--- config.mk ---
export PLATFORM = sky130hd
export DESIGN_NAME = i2c_slave_top
export DESIGN_NICKNAME = d
export VERILOG_FILES = /design/src/logic/i2c_proto_pkg.sv /design/src/logic/i2c_data_pkg.sv /design/src/logic/i2c_line_filter.sv /design/src/logic/i2c_shift_reg.sv /design/src/logic/i2c_slave_ctrl.sv /design/src/logic/i2c_slave_top.sv /design/src/logic/word_fifo.sv
export SDC_FILE = /design/constraint.sdc
export NUM_CORES = 1
export LEC_CHECK = 0
export ABC_AREA = 1
export BUFFER_PORTS_ARGS = -buffer_cell sky130_fd_sc_hd__buf_2
export CAP_MARGIN = 20
export CORE_ASPECT_RATIO = 0.75
export CORE_UTILIZATION = 53
export CTS_CLUSTER_SIZE = 40
export DETAILED_ROUTE_END_ITERATION = 8
export PLACE_DENSITY = 0.75
export SYNTH_ARGS = -nofsm -noshare
export SYNTH_HDL_FRONTEND = slang
export SYNTH_SLANG_ARGS = --single-unit
export TNS_END_PERCENT = 30
--- constraint.sdc ---
create_clock -name clk -period 3.3 [get_ports clk]
set_input_delay 0.33 -clock clk [delete_from_list [all_inputs] [get_ports clk]]
set_output_delay 0.33 -clock clk [all_outputs]
set_load 0.005 [all_outputs]
--- src/logic/i2c_proto_pkg.sv ---
package i2c_proto_pkg;

	// --------------------
	// Addressing
	// --------------------
	localparam int ADDR_W = 7;

	// Addresses accepted on top of the local one
	localparam logic [ADDR_W-1:0] GEN_CALL_ADDR = 7'h00;
	localparam logic [ADDR_W-1:0] SHARED_ADDR_A = 7'h40;
	localparam logic [ADDR_W-1:0] SHARED_ADDR_B = 7'h41;

	// Data bytes per queued word, MSB first
	localparam int BYTES_PER_WORD = 4;

	// --------------------
	// Controller states
	// --------------------
	typedef enum logic [2:0] {
		ST_IDLE     = 3'd0,
		ST_ADDR     = 3'd1, // Address byte coming in
		ST_WRITE    = 3'd2,
		ST_READ     = 3'd3,
		ST_DACK_OUT = 3'd4, // Slave acks a data byte
		ST_AACK_OUT = 3'd5, // Slave acks (or not) the address
		ST_ACK_IN   = 3'd6  // Master acks a read byte
	} ctrl_state_t;

endpackage

--- src/logic/i2c_data_pkg.sv ---
package i2c_data_pkg;

	import i2c_proto_pkg::*;

	// --------------------
	// Payload words
	// --------------------
	localparam int WORD_W = 32;

	typedef logic [WORD_W-1:0] word_t;

	// One received word with the address it was sent to
	typedef struct packed {
		logic [ADDR_W-1:0] addr;
		word_t             data;
	} rx_entry_t;

endpackage

--- src/logic/i2c_line_filter.sv ---
module i2c_line_filter #(
	parameter int GLITCH_LEN = 4
) (
	input  logic clk,
	input  logic rst,
	input  logic scl_i,
	input  logic sda_i,
	output logic scl_o,
	output logic sda_o,
	output logic scl_rise_o,
	output logic scl_fall_o,
	output logic start_o,
	output logic stop_o
);

	localparam int SCL = 1;
	localparam int SDA = 0;

	logic [1:0]            pin_raw;
	logic [GLITCH_LEN-1:0] hist [2];
	logic [1:0]            level_q; // Clean levels
	logic [1:0]            level_d; // Same, one cycle older

	assign pin_raw = {scl_i, sda_i};

	// Raw sample history
	always_ff @(posedge clk) begin
		for (int i = 0; i < 2; i++) begin
			hist[i] <= {hist[i][GLITCH_LEN-2:0], pin_raw[i]};
		end
	end

	// Level moves only when the older samples all agree
	always_ff @(posedge clk) begin
		if (rst) begin
			level_q <= '1; // Idle bus is high
			level_d <= '1;
		end else begin
			for (int i = 0; i < 2; i++) begin
				if (&hist[i][GLITCH_LEN-1:1])
					level_q[i] <= 1'b1;
				else if (~|hist[i][GLITCH_LEN-1:1])
					level_q[i] <= 1'b0;
			end
			level_d <= level_q;
		end
	end

	// --------------------
	// Edge and condition strobes
	// --------------------
	always_ff @(posedge clk) begin
		if (rst) begin
			scl_rise_o <= 1'b0;
			scl_fall_o <= 1'b0;
			start_o    <= 1'b0;
			stop_o     <= 1'b0;
		end else begin
			scl_rise_o <= level_q[SCL] & ~level_d[SCL];
			scl_fall_o <= ~level_q[SCL] & level_d[SCL];
			// SDA moving while SCL holds high
			start_o    <= level_q[SCL] & level_d[SCL] & level_d[SDA] & ~level_q[SDA];
			stop_o     <= level_q[SCL] & level_d[SCL] & ~level_d[SDA] & level_q[SDA];
		end
	end

	assign scl_o = level_q[SCL];
	assign sda_o = level_q[SDA];

endmodule

--- src/logic/i2c_shift_reg.sv ---
module i2c_shift_reg import i2c_data_pkg::*; (
	input  logic       clk,
	input  logic       rst,
	input  logic       sda_i,
	input  logic       shift_in_i,
	input  logic       shift_out_i,
	input  logic       load_i,
	input  word_t      load_word_i,
	output word_t      word_o,
	output logic [7:0] byte_o,
	output logic       msb_o
);

	word_t word_q;

	// --------------------
	// Shift buffer
	// --------------------
	always_ff @(posedge clk) begin
		if (rst) begin
			word_q <= '0;
		end else if (load_i) begin
			word_q <= load_word_i; // New transmit word wins
		end else if (shift_in_i) begin
			word_q <= {word_q[WORD_W-2:0], sda_i};
		end else if (shift_out_i) begin
			word_q <= {word_q[WORD_W-2:0], 1'b0};
		end
	end

	assign word_o = word_q;
	assign byte_o = word_q[7:0];        // Last byte received
	assign msb_o  = word_q[WORD_W-1];   // Next bit to send

endmodule

--- src/logic/i2c_slave_ctrl.sv ---
module i2c_slave_ctrl import i2c_proto_pkg::*, i2c_data_pkg::*; #(
	parameter int ACK_HOLD = 8
) (
	input  logic              clk,
	input  logic              rst,
	input  logic              scl_i,
	input  logic              sda_i,
	input  logic              scl_rise_i,
	input  logic              scl_fall_i,
	input  logic              start_i,
	input  logic              stop_i,
	input  logic [ADDR_W-1:0] own_addr_i,
	input  logic [7:0]        shift_byte_i,
	input  logic              shift_msb_i,
	input  logic              rx_full_i,
	input  logic              tx_empty_i,
	output logic              shift_in_o,
	output logic              shift_out_o,
	output logic              load_o,
	output logic              rx_push_o,
	output logic [ADDR_W-1:0] rx_addr_o,
	output logic              tx_pop_o,
	output logic              sda_oe_o,
	output logic              wr_stop_o,
	output logic              rd_stop_o,
	output logic              rd_err_o
);

	localparam int HOLD_W     = $clog2(ACK_HOLD + 1);
	localparam int BYTE_CNT_W = $clog2(WORD_W / 8);

	ctrl_state_t           state, state_nxt;
	logic [2:0]            bit_cnt;
	logic [BYTE_CNT_W-1:0] byte_cnt;
	logic [HOLD_W-1:0]     hold_cnt;
	logic                  hold_done;
	logic                  start_seen;
	logic                  rw_flag;     // 1 for a read transfer
	logic                  addr_ack;
	logic                  master_nack;
	logic                  byte_end;
	logic                  word_end;
	logic                  rd_mismatch;
	logic [ADDR_W-1:0]     addr_in;
	logic                  addr_hit;
	logic                  addr_ok;

	assign byte_end = scl_fall_i && (bit_cnt == 3'd7);
	assign word_end = byte_cnt == BYTE_CNT_W'(BYTES_PER_WORD - 1);

	// Address byte is in the low byte of the shift register
	assign addr_in  = shift_byte_i[7:1];
	assign addr_hit = (addr_in == own_addr_i) || (addr_in == GEN_CALL_ADDR) ||
	                  (addr_in == SHARED_ADDR_A) || (addr_in == SHARED_ADDR_B);
	assign addr_ok  = addr_hit && (shift_byte_i[0] ? !tx_empty_i : !rx_full_i);

	// Released bit read back low
	assign rd_mismatch = (state == ST_READ) && scl_rise_i && (sda_i != !sda_oe_o);

	// --------------------
	// State machine
	// --------------------
	always_comb begin
		state_nxt = state;
		case (state)
			ST_IDLE:     if (start_seen && scl_fall_i) state_nxt = ST_ADDR;
			ST_ADDR:     if (byte_end) state_nxt = ST_AACK_OUT;
			ST_WRITE:    if (byte_end) state_nxt = ST_DACK_OUT;
			ST_READ: begin
				if (rd_mismatch)
					state_nxt = ST_IDLE;
				else if (byte_end)
					state_nxt = ST_ACK_IN;
			end
			ST_DACK_OUT: if (scl_fall_i) state_nxt = ST_WRITE;
			ST_AACK_OUT: begin
				if (scl_fall_i)
					state_nxt = !addr_ack ? ST_IDLE : (rw_flag ? ST_READ : ST_WRITE);
			end
			ST_ACK_IN:   if (scl_fall_i) state_nxt = master_nack ? ST_IDLE : ST_READ;
			default:     state_nxt = ST_IDLE;
		endcase
		if (start_i || stop_i)
			state_nxt = ST_IDLE; // Any start or stop ends the transfer
	end

	always_ff @(posedge clk) begin
		if (rst)
			state <= ST_IDLE;
		else
			state <= state_nxt;
	end

	always_ff @(posedge clk) begin
		if (rst)
			start_seen <= 1'b0;
		else if (start_i)
			start_seen <= 1'b1;
		else if (scl_fall_i)
			start_seen <= 1'b0;
	end

	// Bit and byte counters
	always_ff @(posedge clk) begin
		if (rst || state == ST_IDLE) begin
			bit_cnt  <= '0;
			byte_cnt <= '0; // Partial word dropped here
		end else begin
			if ((state == ST_ADDR || state == ST_WRITE || state == ST_READ) && scl_fall_i)
				bit_cnt <= bit_cnt + 3'd1;
			if ((state == ST_WRITE || state == ST_READ) && byte_end)
				byte_cnt <= word_end ? '0 : byte_cnt + 1'b1;
		end
	end

	// Delay after each SCL fall, never ends with SCL high
	always_ff @(posedge clk) begin
		if (rst)
			hold_cnt <= '0;
		else if (scl_fall_i)
			hold_cnt <= HOLD_W'(1);
		else if (hold_cnt == HOLD_W'(ACK_HOLD))
			hold_cnt <= '0;
		else if (hold_cnt != '0)
			hold_cnt <= hold_cnt + 1'b1;
	end

	assign hold_done = (hold_cnt == HOLD_W'(ACK_HOLD)) && !scl_i;

	// --------------------
	// Address decision
	// --------------------
	always_ff @(posedge clk) begin
		if (rst) begin
			addr_ack <= 1'b0;
			rw_flag  <= 1'b0;
		end else if (state == ST_ADDR && byte_end) begin
			addr_ack <= addr_ok;
			rw_flag  <= shift_byte_i[0];
		end
	end

	always_ff @(posedge clk) begin
		if (state == ST_ADDR && byte_end)
			rx_addr_o <= addr_in;
	end

	// Master ack sampled on the ack-in rise
	always_ff @(posedge clk) begin
		if (rst)
			master_nack <= 1'b1;
		else if (state == ST_ACK_IN && scl_rise_i)
			master_nack <= sda_i;
	end

	// --------------------
	// SDA drive
	// --------------------
	always_ff @(posedge clk) begin
		if (rst || state == ST_IDLE) begin
			sda_oe_o <= 1'b0;
		end else if (hold_done) begin
			case (state)
				ST_AACK_OUT: sda_oe_o <= addr_ack;
				ST_DACK_OUT: sda_oe_o <= 1'b1;
				ST_READ:     sda_oe_o <= !shift_msb_i; // Pull low for a 0
				default:     sda_oe_o <= 1'b0;
			endcase
		end
	end

	assign shift_in_o  = scl_rise_i && (state == ST_ADDR || state == ST_WRITE);
	assign shift_out_o = scl_rise_i && (state == ST_READ);
	assign load_o      = tx_pop_o; // Head is taken as it is popped

	// FIFO strobes and status pulses
	always_ff @(posedge clk) begin
		if (rst) begin
			rx_push_o <= 1'b0;
			tx_pop_o  <= 1'b0;
			wr_stop_o <= 1'b0;
			rd_stop_o <= 1'b0;
			rd_err_o  <= 1'b0;
		end else begin
			rx_push_o <= (state == ST_WRITE) && byte_end && word_end;
			tx_pop_o  <= (state == ST_AACK_OUT && scl_rise_i && addr_ack && rw_flag) ||
			             (state == ST_ACK_IN && scl_rise_i && !sda_i && byte_cnt == '0);
			wr_stop_o <= (state == ST_WRITE) && (start_i || stop_i);
			rd_stop_o <= (state == ST_ACK_IN) && scl_fall_i && master_nack;
			rd_err_o  <= rd_mismatch;
		end
	end

endmodule

--- src/logic/i2c_slave_top.sv ---
module i2c_slave_top import i2c_proto_pkg::*, i2c_data_pkg::*; #(
	parameter int GLITCH_LEN = 4,
	parameter int ACK_HOLD   = 8,
	parameter int FIFO_DEPTH = 4
) (
	input  logic              clk,
	input  logic              rst,
	input  logic              scl_i,
	input  logic              sda_i,
	output logic              sda_oe_o,
	input  logic [ADDR_W-1:0] own_addr_i,
	output rx_entry_t         rx_entry_o,
	output logic              rx_valid_o,
	input  logic              rx_pop_i,
	input  logic              tx_push_i,
	input  word_t             tx_data_i,
	output logic              tx_full_o,
	output logic              wr_stop_o,
	output logic              rd_stop_o,
	output logic              rd_err_o
);

	logic              scl_level, sda_level;
	logic              scl_rise, scl_fall;
	logic              bus_start, bus_stop;
	logic              shift_in_en, shift_out_en, load_en;
	logic [7:0]        shift_byte;
	logic              shift_msb;
	word_t             shift_word;
	logic              rx_push, rx_full, rx_empty;
	logic [ADDR_W-1:0] rx_addr;
	rx_entry_t         rx_push_entry;
	logic              tx_pop, tx_empty;
	word_t             tx_head;

	// --------------------
	// Bus side
	// --------------------
	i2c_line_filter #(.GLITCH_LEN(GLITCH_LEN)) i_filter (
		.clk(clk), .rst(rst),
		.scl_i(scl_i), .sda_i(sda_i),
		.scl_o(scl_level), .sda_o(sda_level),
		.scl_rise_o(scl_rise), .scl_fall_o(scl_fall),
		.start_o(bus_start), .stop_o(bus_stop)
	);

	i2c_slave_ctrl #(.ACK_HOLD(ACK_HOLD)) i_ctrl (
		.clk(clk), .rst(rst),
		.scl_i(scl_level), .sda_i(sda_level),
		.scl_rise_i(scl_rise), .scl_fall_i(scl_fall),
		.start_i(bus_start), .stop_i(bus_stop),
		.own_addr_i(own_addr_i),
		.shift_byte_i(shift_byte), .shift_msb_i(shift_msb),
		.rx_full_i(rx_full), .tx_empty_i(tx_empty),
		.shift_in_o(shift_in_en), .shift_out_o(shift_out_en), .load_o(load_en),
		.rx_push_o(rx_push), .rx_addr_o(rx_addr), .tx_pop_o(tx_pop),
		.sda_oe_o(sda_oe_o),
		.wr_stop_o(wr_stop_o), .rd_stop_o(rd_stop_o), .rd_err_o(rd_err_o)
	);

	i2c_shift_reg i_shift (
		.clk(clk), .rst(rst), .sda_i(sda_level),
		.shift_in_i(shift_in_en), .shift_out_i(shift_out_en),
		.load_i(load_en), .load_word_i(tx_head),
		.word_o(shift_word), .byte_o(shift_byte), .msb_o(shift_msb)
	);

	// --------------------
	// Host side queues
	// --------------------
	assign rx_push_entry = '{addr: rx_addr, data: shift_word};
	assign rx_valid_o    = !rx_empty;

	word_fifo #(.FIFO_DEPTH(FIFO_DEPTH), .payload_t(rx_entry_t)) rx_fifo (
		.clk(clk), .rst(rst),
		.push_i(rx_push), .push_data_i(rx_push_entry), .pop_i(rx_pop_i),
		.full_o(rx_full), .empty_o(rx_empty), .head_o(rx_entry_o)
	);

	word_fifo #(.FIFO_DEPTH(FIFO_DEPTH), .payload_t(word_t)) tx_fifo (
		.clk(clk), .rst(rst),
		.push_i(tx_push_i), .push_data_i(tx_data_i), .pop_i(tx_pop),
		.full_o(tx_full_o), .empty_o(tx_empty), .head_o(tx_head)
	);

endmodule

--- src/logic/word_fifo.sv ---
module word_fifo #(
	parameter int  FIFO_DEPTH = 4,
	parameter type payload_t  = logic [31:0]
) (
	input  logic     clk,
	input  logic     rst,
	input  logic     push_i,
	input  payload_t push_data_i,
	input  logic     pop_i,
	output logic     full_o,
	output logic     empty_o,
	output payload_t head_o
);

	localparam int PTR_W = (FIFO_DEPTH > 1) ? $clog2(FIFO_DEPTH) : 1;
	localparam int CNT_W = $clog2(FIFO_DEPTH + 1);

	payload_t         mem [FIFO_DEPTH];
	logic [PTR_W-1:0] wr_ptr;
	logic [PTR_W-1:0] rd_ptr;
	logic [CNT_W-1:0] count;
	logic             do_push;
	logic             do_pop;

	assign full_o  = count == CNT_W'(FIFO_DEPTH);
	assign empty_o = count == '0;

	// Strobes that would over- or underflow are ignored
	assign do_push = push_i && !full_o;
	assign do_pop  = pop_i && !empty_o;

	always_ff @(posedge clk) begin
		if (do_push)
			mem[wr_ptr] <= push_data_i;
	end

	// --------------------
	// Pointers and occupancy
	// --------------------
	always_ff @(posedge clk) begin
		if (rst) begin
			wr_ptr <= '0;
			rd_ptr <= '0;
			count  <= '0;
		end else begin
			if (do_push)
				wr_ptr <= (wr_ptr == PTR_W'(FIFO_DEPTH - 1)) ? '0 : wr_ptr + 1'b1;
			if (do_pop)
				rd_ptr <= (rd_ptr == PTR_W'(FIFO_DEPTH - 1)) ? '0 : rd_ptr + 1'b1;
			if (do_push && !do_pop)
				count <= count + 1'b1;
			else if (do_pop && !do_push)
				count <= count - 1'b1;
		end
	end

	assign head_o = mem[rd_ptr]; // Valid while not empty

endmodule

==> results of run 1 <==
[synthesized netlist by cell type, types with 2 or more instances]
master / number
a211oi_1: 4
a21oi_1: 38
a31oi_1: 15
buf_1: 7
buf_2: 15
buf_4: 5
clkbuf_1: 36
dfxtp_1: 88
edfxtp_1: 291
fa_1: 2
ha_1: 18
inv_1: 70
inv_2: 3
mux2i_1: 9
nand2_1: 71
nand3_1: 19
nand4_1: 2
nor2_1: 283
nor2_2: 2
nor3_1: 6
nor4_1: 3
o211a_1: 2
o211ai_1: 7
o21a_1: 2
o21ai_0: 193
o21ai_1: 20
o22ai_1: 39
xor2_1: 2
[cell type report]
type                    instances  area share [%]
flip-flops and latches        379           62.50
multi-input cells             742           21.79
clock buffers                  49           6.150
repair buffers                113           3.946
well taps                     351           2.614
inverters                      73           1.631
clock inverters                19           1.318
diodes                          3         0.04468
[how the worst max path moves through the flow]
stage	start	cells past startpoint	end
6_report	register	4	rx_entry_o[31]
3_3_place_gp	rx_fifo.count[0]	11	rx_fifo.count[2]
4_1_cts	register	4	rx_entry_o[31]
2_1_floorplan	rx_fifo.count[0]	4	rx_fifo.mem[0][0]
3_5_place_dp	rx_fifo.count[0]	11	rx_fifo.count[2]
5_1_grt	register	4	rx_entry_o[31]
[per-stage QoR]
step | power [mW] | std cells
after detailed placement | 7.654 | 1655
after global routing | 12.40 | 1727
final | 11.88 | 1729
after global placement | 7.602 | 1655
after floorplan | 6.843 | 1258
after CTS | 11.95 | 1725
[routing by layer]
| metal | vias up | part of all wire [%] |
|---|---|---|
| met5 | - | 0.049 |
| met1 | 4552 | 45 |
| li1 | 4615 | - |
| met3 | 42 | 8.1 |
| met2 | 315 | 45 |
| met4 | 4 | 1.5 |
[cell families (layout without fill, tap and decap cells)]
| kind of cell | count (synthesis) | in the layout | synth area share, % |
|---|---|---|---|
| mux | 9 | 9 | 0.6136 |
| xor+xnor | 3 | 3 | 0.1790 |
| compound gates | 322 | 322 | 11.76 |
| fa+ha+maj | 20 | 20 | 1.807 |
| flops | 379 | 379 | 71.52 |
| simple gates | 388 | 388 | 10.31 |
| other cells | 0 | 3 | 0 |
| buf+inv | 137 | 254 | 3.809 |
[power groups by stage]
stage	combinational (mW)	clock [mW]	sequential, mW
6_report	2.02	4.31	5.55
3_5_place_dp	2.01	0	5.64
5_1_grt	2.27	4.56	5.57
4_1_cts	2.03	4.38	5.54
2_1_floorplan	1.26	0	5.58
3_3_place_gp	1.97	0	5.63
[repair_timing]
action,4_1_cts,5_1_grt
hold buffers,2,0
setup endpoints to repair,0,0
resized for setup,0,0
endpoints found under the hold margin,2,0
[state kept, by name, summed over array words and instances, names as in the netlist, 3 cells and up, named ones only]
name and count:
i_shift.word_o 32, rx_fifo.count 3, i_filter.hist 8, i_ctrl.rx_addr_o 7, tx_fifo.count 3, i_ctrl.state 3
i_ctrl.hold_cnt 4, rx_fifo.mem 156, tx_fifo.mem 128, i_ctrl.bit_cnt 3
==> qor.csv, run 1 <==
metric;value;unit
critPathTopFamily;buffers and inverters;
routed_wl;30.86;mm
drive_gt1_share;13.24;%
cts_buffers;37;
cp_max_fo;78;
ios;90;
viasPerCell;5.511;
status;complete, no violations;
coreArea;0.02707;mm²
ant_nets;0;
cts.clk_slew.worst_paths;0.06;ns
setup_viol;0;
first_global_vias;9058;
dieArea;0.02838;mm²
portBuffers;89;
start_util;54.24;%
reg2reg_to;rx_fifo.count[2];
yosysTopAreaCellShare;59.52;%
postLayoutCellArea;0.01680;mm²
dieHeight;146.1;µm
finish.utilization;62.08;%
dpl_worst_slack;1.044;ns
cp_data_arrival_time;2.23;ns
synth.cell_area;0.01468;mm²
synth-seq-cells;379;
reg2reg_depth;11;
synth_cell_types;34;
p_leak;6.226;nW
switchingPower;3.186;mW
areaGrowthSynthToFinish;14.45;%
async_reset_ff_share;0;%
gr-total-overflow;0;
ys_seq_area_share;71.52;%
netlist_top_cells_area;edfxtp_1, dfxtp_1, nor2_1;
rsz0062_at_grt;false;
finalCritPeriodShare;77.54;%
synth_ff_type;edfxtp_1;
drv_cap;0;
cts_tree;yes;
root_buffer;clkbuf_16;
r2r_slack;1.04;ns
met3_usage;4.990;%
r2r-start;rx_fifo.count[0];
fin_ws;0.7412;ns
yosys_warnings;0;
grt_usage;21.71;%
grtUsageMet1;31.22;%
dpl_cell_area;0.01549;mm²
drv_slew;0;
nets;1411;
wl_per_cell;17.85;µm
layout_common_cells;edfxtp_1, nor2_1, o21ai_0, buf_2, dfxtp_1;
maxSlewHeadroom;32.86;%
pwr-share-seq;46.7;%
crit_required;2.97;ns
ir_worst_vdd;0.0003670;V
setup_tns;0;ns
cp-end-kind;output port;
clockBufferDepth;3;
drtIter0Drc;907;
synth_edf_count;291;
regArea;0.01050;mm²
finClkSkew;0.02179;ns
fill_cells;2042;
max_stage_delay;0.59;ns
netlist_instances;1258;
htreeDepth;2;
whs_endpoint;tx_fifo.mem[2][9];
power.combinational.fraction;17.0;%
p_clk_share;36.3;%
hold_start;tx_data_i[9];
mostFrequentLayoutCell;edfxtp_1;
antenna_found_initial;4;
min_path_type;input pin to register;
internal_power;8.693;mW
hold_violations;0;
tightest_slew;1.006;ns
power_density;706.9;mW/mm²
detailed_place_hpwl;18.61;mm
top_usage_layer;met2;
grt_pass1_wl;48.42;mm
die_x;194.2;µm
yosysTopAreaCell;edfxtp_1;
drtPass1Iterations;5;
worstSkewPairLatency;0.53;ns
slowest_stage;buf_4;
grt_max_degree;79;
cts_sinks;379;
p_sw_share;26.82;%
worstSetupStartpointType;register;
num_vias;9528;
post_cts_buffers;0;
critical_path.cell_chain;buf_4 -> o21ai_0 -> o22ai_1 -> buf_2;
fin_crit;2.559;ns
route.detailed.drc;0;
hold_depth;1;
path_buf_inv;2;
post_synth.cell_area_avg;11.67;µm²
multi_input_area;0.003662;mm²
gp_congestion;0.8378;
syn-num-nets;1323;
met2_usage;33.63;%
worst-setup-path-type;register to output port;
holdWs;0.01848;ns
fmax;390.8;MHz
rows;52;
(Power assumes the default switching activity.)
==> run 2: changes to the inputs <==
--- a/config.mk
+++ b/config.mk
@@ -12,7 +12,7 @@
 export CORE_UTILIZATION = 53
 export CTS_CLUSTER_SIZE = 40
 export DETAILED_ROUTE_END_ITERATION = 8
-export PLACE_DENSITY = 0.75
+export PLACE_DENSITY = 0.78
 export SYNTH_ARGS = -nofsm -noshare
 export SYNTH_HDL_FRONTEND = slang
 export SYNTH_SLANG_ARGS = --single-unit
==> constraint.sdc (replaced) <==
create_clock -name clk -period 2.21 [get_ports clk]
set_input_delay 0.221 -clock clk [delete_from_list [all_inputs] [get_ports clk]]
set_output_delay 0.221 -clock clk [all_outputs]
set_load 0.005 [all_outputs]
==> run 2 against run 1 <==
  * Power rose by 49%
  * Worst hold slack improved by 0.11 ns
  * Design area rose by 2.7%
  * Clock-buffer cell count rose by 1
  * Routed wire length rose by 1.4%
  * Die area did not move
  * First-iteration DRC count rose by 4.9%
  * Via count rose by 2.8%
  * Cell count rose by 2.1%
  * Combinational power rose by 58%
  * Register-to-register slack got worse by 0.79 ns
  * Sequential share of layout area fell by 1.6 points
  * Largest power group unchanged
  * Highest routed layer is now met4
==> qor.csv, run 2 (same netlist as run 1, synthesis figures left out) <==
metric;value;unit
status;complete, no violations;
cts_buffers;36;
rows;52;
route.detailed.drc;0;
antenna_found_initial;1;
start_util;54.24;%
cts_sinks;379;
worst-setup-path-type;register to output port;
cts_tree;yes;
min_path_type;input pin to register;
cp_data_arrival_time;1.83;ns
die_x;194.2;µm
met2_usage;35.29;%
num_vias;9798;
clockBufferDepth;3;
fmax;488.4;MHz
cp-end-kind;output port;
maxSlewHeadroom;48.31;%
finClkSkew;0.01707;ns
critical_path.cell_chain;buf_4 -> o21ai_0 -> o22ai_1 -> buf_2;
worstSetupStartpointType;register;
post_cts_buffers;0;
drv_slew;0;
ios;90;
instances_no_fill;1766;
largest_register;rx_fifo.mem;
crit_required;1.99;ns
drtIter0Drc;951;
p_leak;6.426;nW
first_global_vias;9352;
gr-total-overflow;0;
largest_register_ffs;156;
path_buf_inv;2;
coreArea;0.02707;mm²
dieArea;0.02838;mm²
cts.clk_slew.worst_paths;0.06;ns
ir_worst_vdd;0.0005404;V
drtPass1Iterations;5;
finalCritPeriodShare;92.64;%
grt_max_degree;51;
tightest_slew;0.7744;ns
power_density;1023;mW/mm²
top_usage_layer;met2;
fin_crit;2.047;ns
r2r_slack;0.25;ns
wl_per_cell;17.72;µm
critPathTopFamily;buffers and inverters;
gp_congestion;0.8089;
p_total;17.64;mW
hold_violations;0;
rsz0062_at_grt;false;
grt_pass1_wl;49.71;mm
detailed_place_hpwl;19.32;mm
routed_wl;31.30;mm
portBuffers;89;
met3_usage;4.366;%
nets;1454;
holdWs;0.1329;ns
grtUsageMet1;32.04;%
drv_cap;0;
slowest_stage;dfxtp_2;
dieHeight;146.1;µm
root_buffer;clkbuf_16;
htreeDepth;2;
cp_max_fo;36;
ant_nets;0;
mostFrequentLayoutCell;edfxtp_1;
grt_usage;22.38;%
worstSkewPairLatency;0.51;ns
viasPerCell;5.548;
layout_common_cells;edfxtp_1, nor2_1, o21ai_0, buf_2, dfxtp_1;
setup_viol;0;
drive_gt1_share;13.86;%
fill_cells;1952;
areaGrowthSynthToFinish;17.50;%
dp.cells;1668;
max_stage_delay;0.37;ns
-- run 2: cell count changes in the layout (fill, tap and decap cells not counted), sizes merged --
cell	previous run	this run
buf	111	123
clkinv	11	8
bufinv	5	3
dlygate4sd3	2	34
diode	3	1
clkbuf	49	50
inv	75	74
-- run 2: final timing paths --
kind	cells after the start	start	to
setup / recovery	4	register	rx_entry_o[5]
hold / removal	3	rst	rx_fifo.count[0]
setup reg to reg	11	tx_fifo.count[0]	tx_fifo.count[2]
hold reg to reg	0	i_filter.hist[0][0]	i_filter.hist[0][1]
-- run 2: tightest hold or removal path: cells and delay by family --
kind,cells,cell delay [ns]
buffers and inverters,2,0.30
and+or+nand+nor,1,0.07
-- run 2: per-layer routing --
layer | part of all wire [%] | vias to the layer above | routed length (µm)
met2 | 45 | 384 | 14170
met1 | 45 | 4668 | 13960
met3 | 8.4 | 43 | 2643
met5 | 0 | - | 0
met4 | 1.7 | 0 | 527
li1 | - | 4703 | -
-- run 2: area by class of cell --
type / instances / area (µm²) / share of cell area (%)
Tap cell: 351 / 439.2 / 2.546
Sequential cell: 379 / 10500 / 60.88
Inverter: 73 / 274.0 / 1.588
Timing Repair Buffer: 157 / 1182 / 6.854
Antenna cell: 1 / 2.502 / 0.01451
Clock inverter: 13 / 141.4 / 0.8196
Clock buffer: 50 / 1047 / 6.070
Multi-Input combinational cell: 742 / 3662 / 21.23
-- run 2: report_power, final --
group          total [mW]  internal, mW  switching, mW
combinational        3.19          1.20           1.99
clock                6.16          3.66           2.49
sequential           8.30          8.02          0.276
total                17.6          12.9           4.76
-- run 2: through the flow --
stage               cell area [µm²]  utilization (%)  worst slack (ns)  TNS, ns
floorplan                     14680                -           -0.5550  -118.80
global placement              15720            58.07            0.3423        0
detailed placement            15720            58.07            0.2671        0
CTS                           17250            63.72           0.07083        0
global route                  17250            63.73           0.02114        0
finish                        17250            63.74            0.1627        0
-- run 2: timing repair --
| item | 4_1_cts | 5_1_grt |
|---|---|---|
| setup endpoints to repair | 0 | 2 |
| gates resized for setup | 0 | 1 |
| endpoints found under the hold margin | 130 | 0 |
| hold buffers | 34 | 0 |
==> run 3: changes to the inputs <==
--- a/config.mk
+++ b/config.mk
@@ -12,7 +12,7 @@
 export CORE_UTILIZATION = 53
 export CTS_CLUSTER_SIZE = 40
 export DETAILED_ROUTE_END_ITERATION = 8
-export PLACE_DENSITY = 0.78
+export PLACE_DENSITY = 0.75
 export SYNTH_ARGS = -nofsm -noshare
 export SYNTH_HDL_FRONTEND = slang
 export SYNTH_SLANG_ARGS = --single-unit
==> constraint.sdc (replaced) <==
create_clock -name clk -period 2.2 [get_ports clk]
set_input_delay 0.22 -clock clk [delete_from_list [all_inputs] [get_ports clk]]
set_output_delay 0.22 -clock clk [all_outputs]
set_load 0.005 [all_outputs]
==> run 3 against run 2 <==
  * Clock skew down 0.0070 ns
  * Sequential power about the same
  * Critical path depth up 1
  * Critical path type unchanged
  * Design area about the same
  * Die area unchanged
  * Sequential share of layout area about the same
  * Global-route usage down 0.72 points
==> qor.csv, run 3 (same netlist as run 1, synthesis figures left out) <==
metric;value;unit
status;complete, no violations;
drive_gt1_share;13.87;%
dpl_worst_slack;0.2321;ns
finClkSkew;0.01003;ns
min_path_type;input pin to register;
ir_worst_vdd;0.0005366;V
holdWs;0.1048;ns
worst-setup-path-type;register to output port;
portBuffers;89;
gr-total-overflow;0;
tightest_slew;0.4765;ns
num_vias;9637;
drv_slew;0;
drv_cap;0;
start_util;54.24;%
route.detailed.drc;0;
drtIter0Drc;1013;
p_sw_share;27.03;%
nets;1452;
power.combinational.fraction;18.0;%
post_cts_buffers;0;
cp-end-kind;output port;
first_global_vias;9122;
max_stage_delay;0.33;ns
die_x;194.2;µm
grt_max_degree;49;
p_total;17.61;mW
p_clk_share;34.8;%
ant_nets;0;
areaGrowthSynthToFinish;17.41;%
internal_power;12.85;mW
finalCritPeriodShare;93.78;%
finish.utilization;63.69;%
rsz0062_at_grt;false;
ios;90;
coreArea;0.02707;mm²
grt_pass1_wl;48.41;mm
power_density;1022;mW/mm²
pwr-share-seq;47.2;%
cts_buffers;37;
fin_ws;0.1368;ns
gp_congestion;0.8618;
mostFrequentLayoutCell;edfxtp_1;
path_buf_inv;3;
detailed_place_hpwl;19.09;mm
worstSetupStartpointType;register;
htreeDepth;2;
routed_wl;30.48;mm
worstSkewPairLatency;0.51;ns
fin_crit;2.063;ns
largest_register;rx_fifo.mem;
rows;52;
hold_violations;0;
maxSlewHeadroom;67.90;%
cp_max_fo;48;
clockBufferDepth;3;
setup_viol;0;
grt_usage;21.66;%
cts.clk_slew.worst_paths;0.06;ns
slowest_stage;dfxtp_2;
wl_per_cell;17.27;µm
critPathTopFamily;buffers and inverters;
root_buffer;clkbuf_16;
drtPass1Iterations;5;
p_leak;6.397;nW
critical_path.cell_chain;inv_2 -> buf_12 -> o21ai_0 -> o22ai_1 -> buf_2;
dieArea;0.02838;mm²
switchingPower;4.759;mW
largest_register_ffs;156;
crit_required;1.98;ns
cp_data_arrival_time;1.84;ns
dieHeight;146.1;µm
cts_sinks;379;
layout_common_cells;edfxtp_1, nor2_1, o21ai_0, buf_2, dfxtp_1;
fmax;484.7;MHz
cts_tree;yes;
antenna_found_initial;1;
viasPerCell;5.460;
run 3: cell count changes in the layout (fill, tap and decap cells not counted), sizes merged:
cell / delta
clkinvlp: +4
bufinv: +1
clkbuf: -7
buf: -3
inv: -1
clkinv: +5
run 3: worst paths after layout:
kind                            start  cells after the start                  end  slack (ns)
hold reg to reg   i_filter.hist[0][4]                      0  i_filter.hist[0][5]        0.33
setup reg to reg     rx_fifo.count[0]                     11     rx_fifo.count[2]        0.22
hold / removal               rx_pop_i                      4    rx_fifo.rd_ptr[1]        0.10
setup / recovery             register                      5       rx_entry_o[13]        0.14
run 3: power groups by stage:
| stage | clock (mW) | combinational, mW | sequential (mW) |
|---|---|---|---|
| final | 6.12 | 3.17 | 8.32 |
| after global routing | 6.50 | 3.54 | 8.35 |
| after CTS | 6.21 | 3.19 | 8.31 |
| after detailed placement | 0 | 3.12 | 8.46 |
| after global placement | 0 | 3.02 | 8.44 |
| after floorplan | 0 | 1.89 | 8.37 |
run 3: worst reg2reg max path: cells and delay by family, from the launching register on:
kind	cells	cell delay, ns
fa+ha+maj	2	0.59
compound gates	4	0.48
flops	1	0.39
buf+inv	3	0.23
simple gates	2	0.18
run 3: what timing repair did:
| item | CTS | global route |
|---|---|---|
| setup endpoints to repair | 0 | 3 |
| hold buffers | 34 | 0 |
| resized for setup | 0 | 3 |
| endpoints found under the hold margin | 130 | 0 |
run 3: through the flow:
stage	cell area [µm²]	std cells	TNS (ns)
floorplan	14680	1258	-121.64
global placement	15710	1665	0
detailed placement	15710	1665	0
CTS	17230	1764	0
global route	17240	1764	0
finish	17240	1765	0
run 3: area by class of cell:
type / instances / area, µm²
flip-flops and latches: 379 / 10500
fillers: 2032 / 9828
multi-input cells: 742 / 3669
repair buffers: 154 / 1172
clock buffers: 43 / 958.4
well taps: 351 / 439.2
inverters: 73 / 274.0
clock inverters: 22 / 220.2
diodes: 1 / 2.502
run 3: metal layers:
layer | share of wire, % | vias up | global-route usage, %
li1 | - | 4704 | -
met1 | 46 | 4550 | 32.76
met2 | 45 | 342 | 32.86
met3 | 7.5 | 41 | 3.650
met4 | 1.5 | 0 | 5.238
met5 | 0 | - | 0
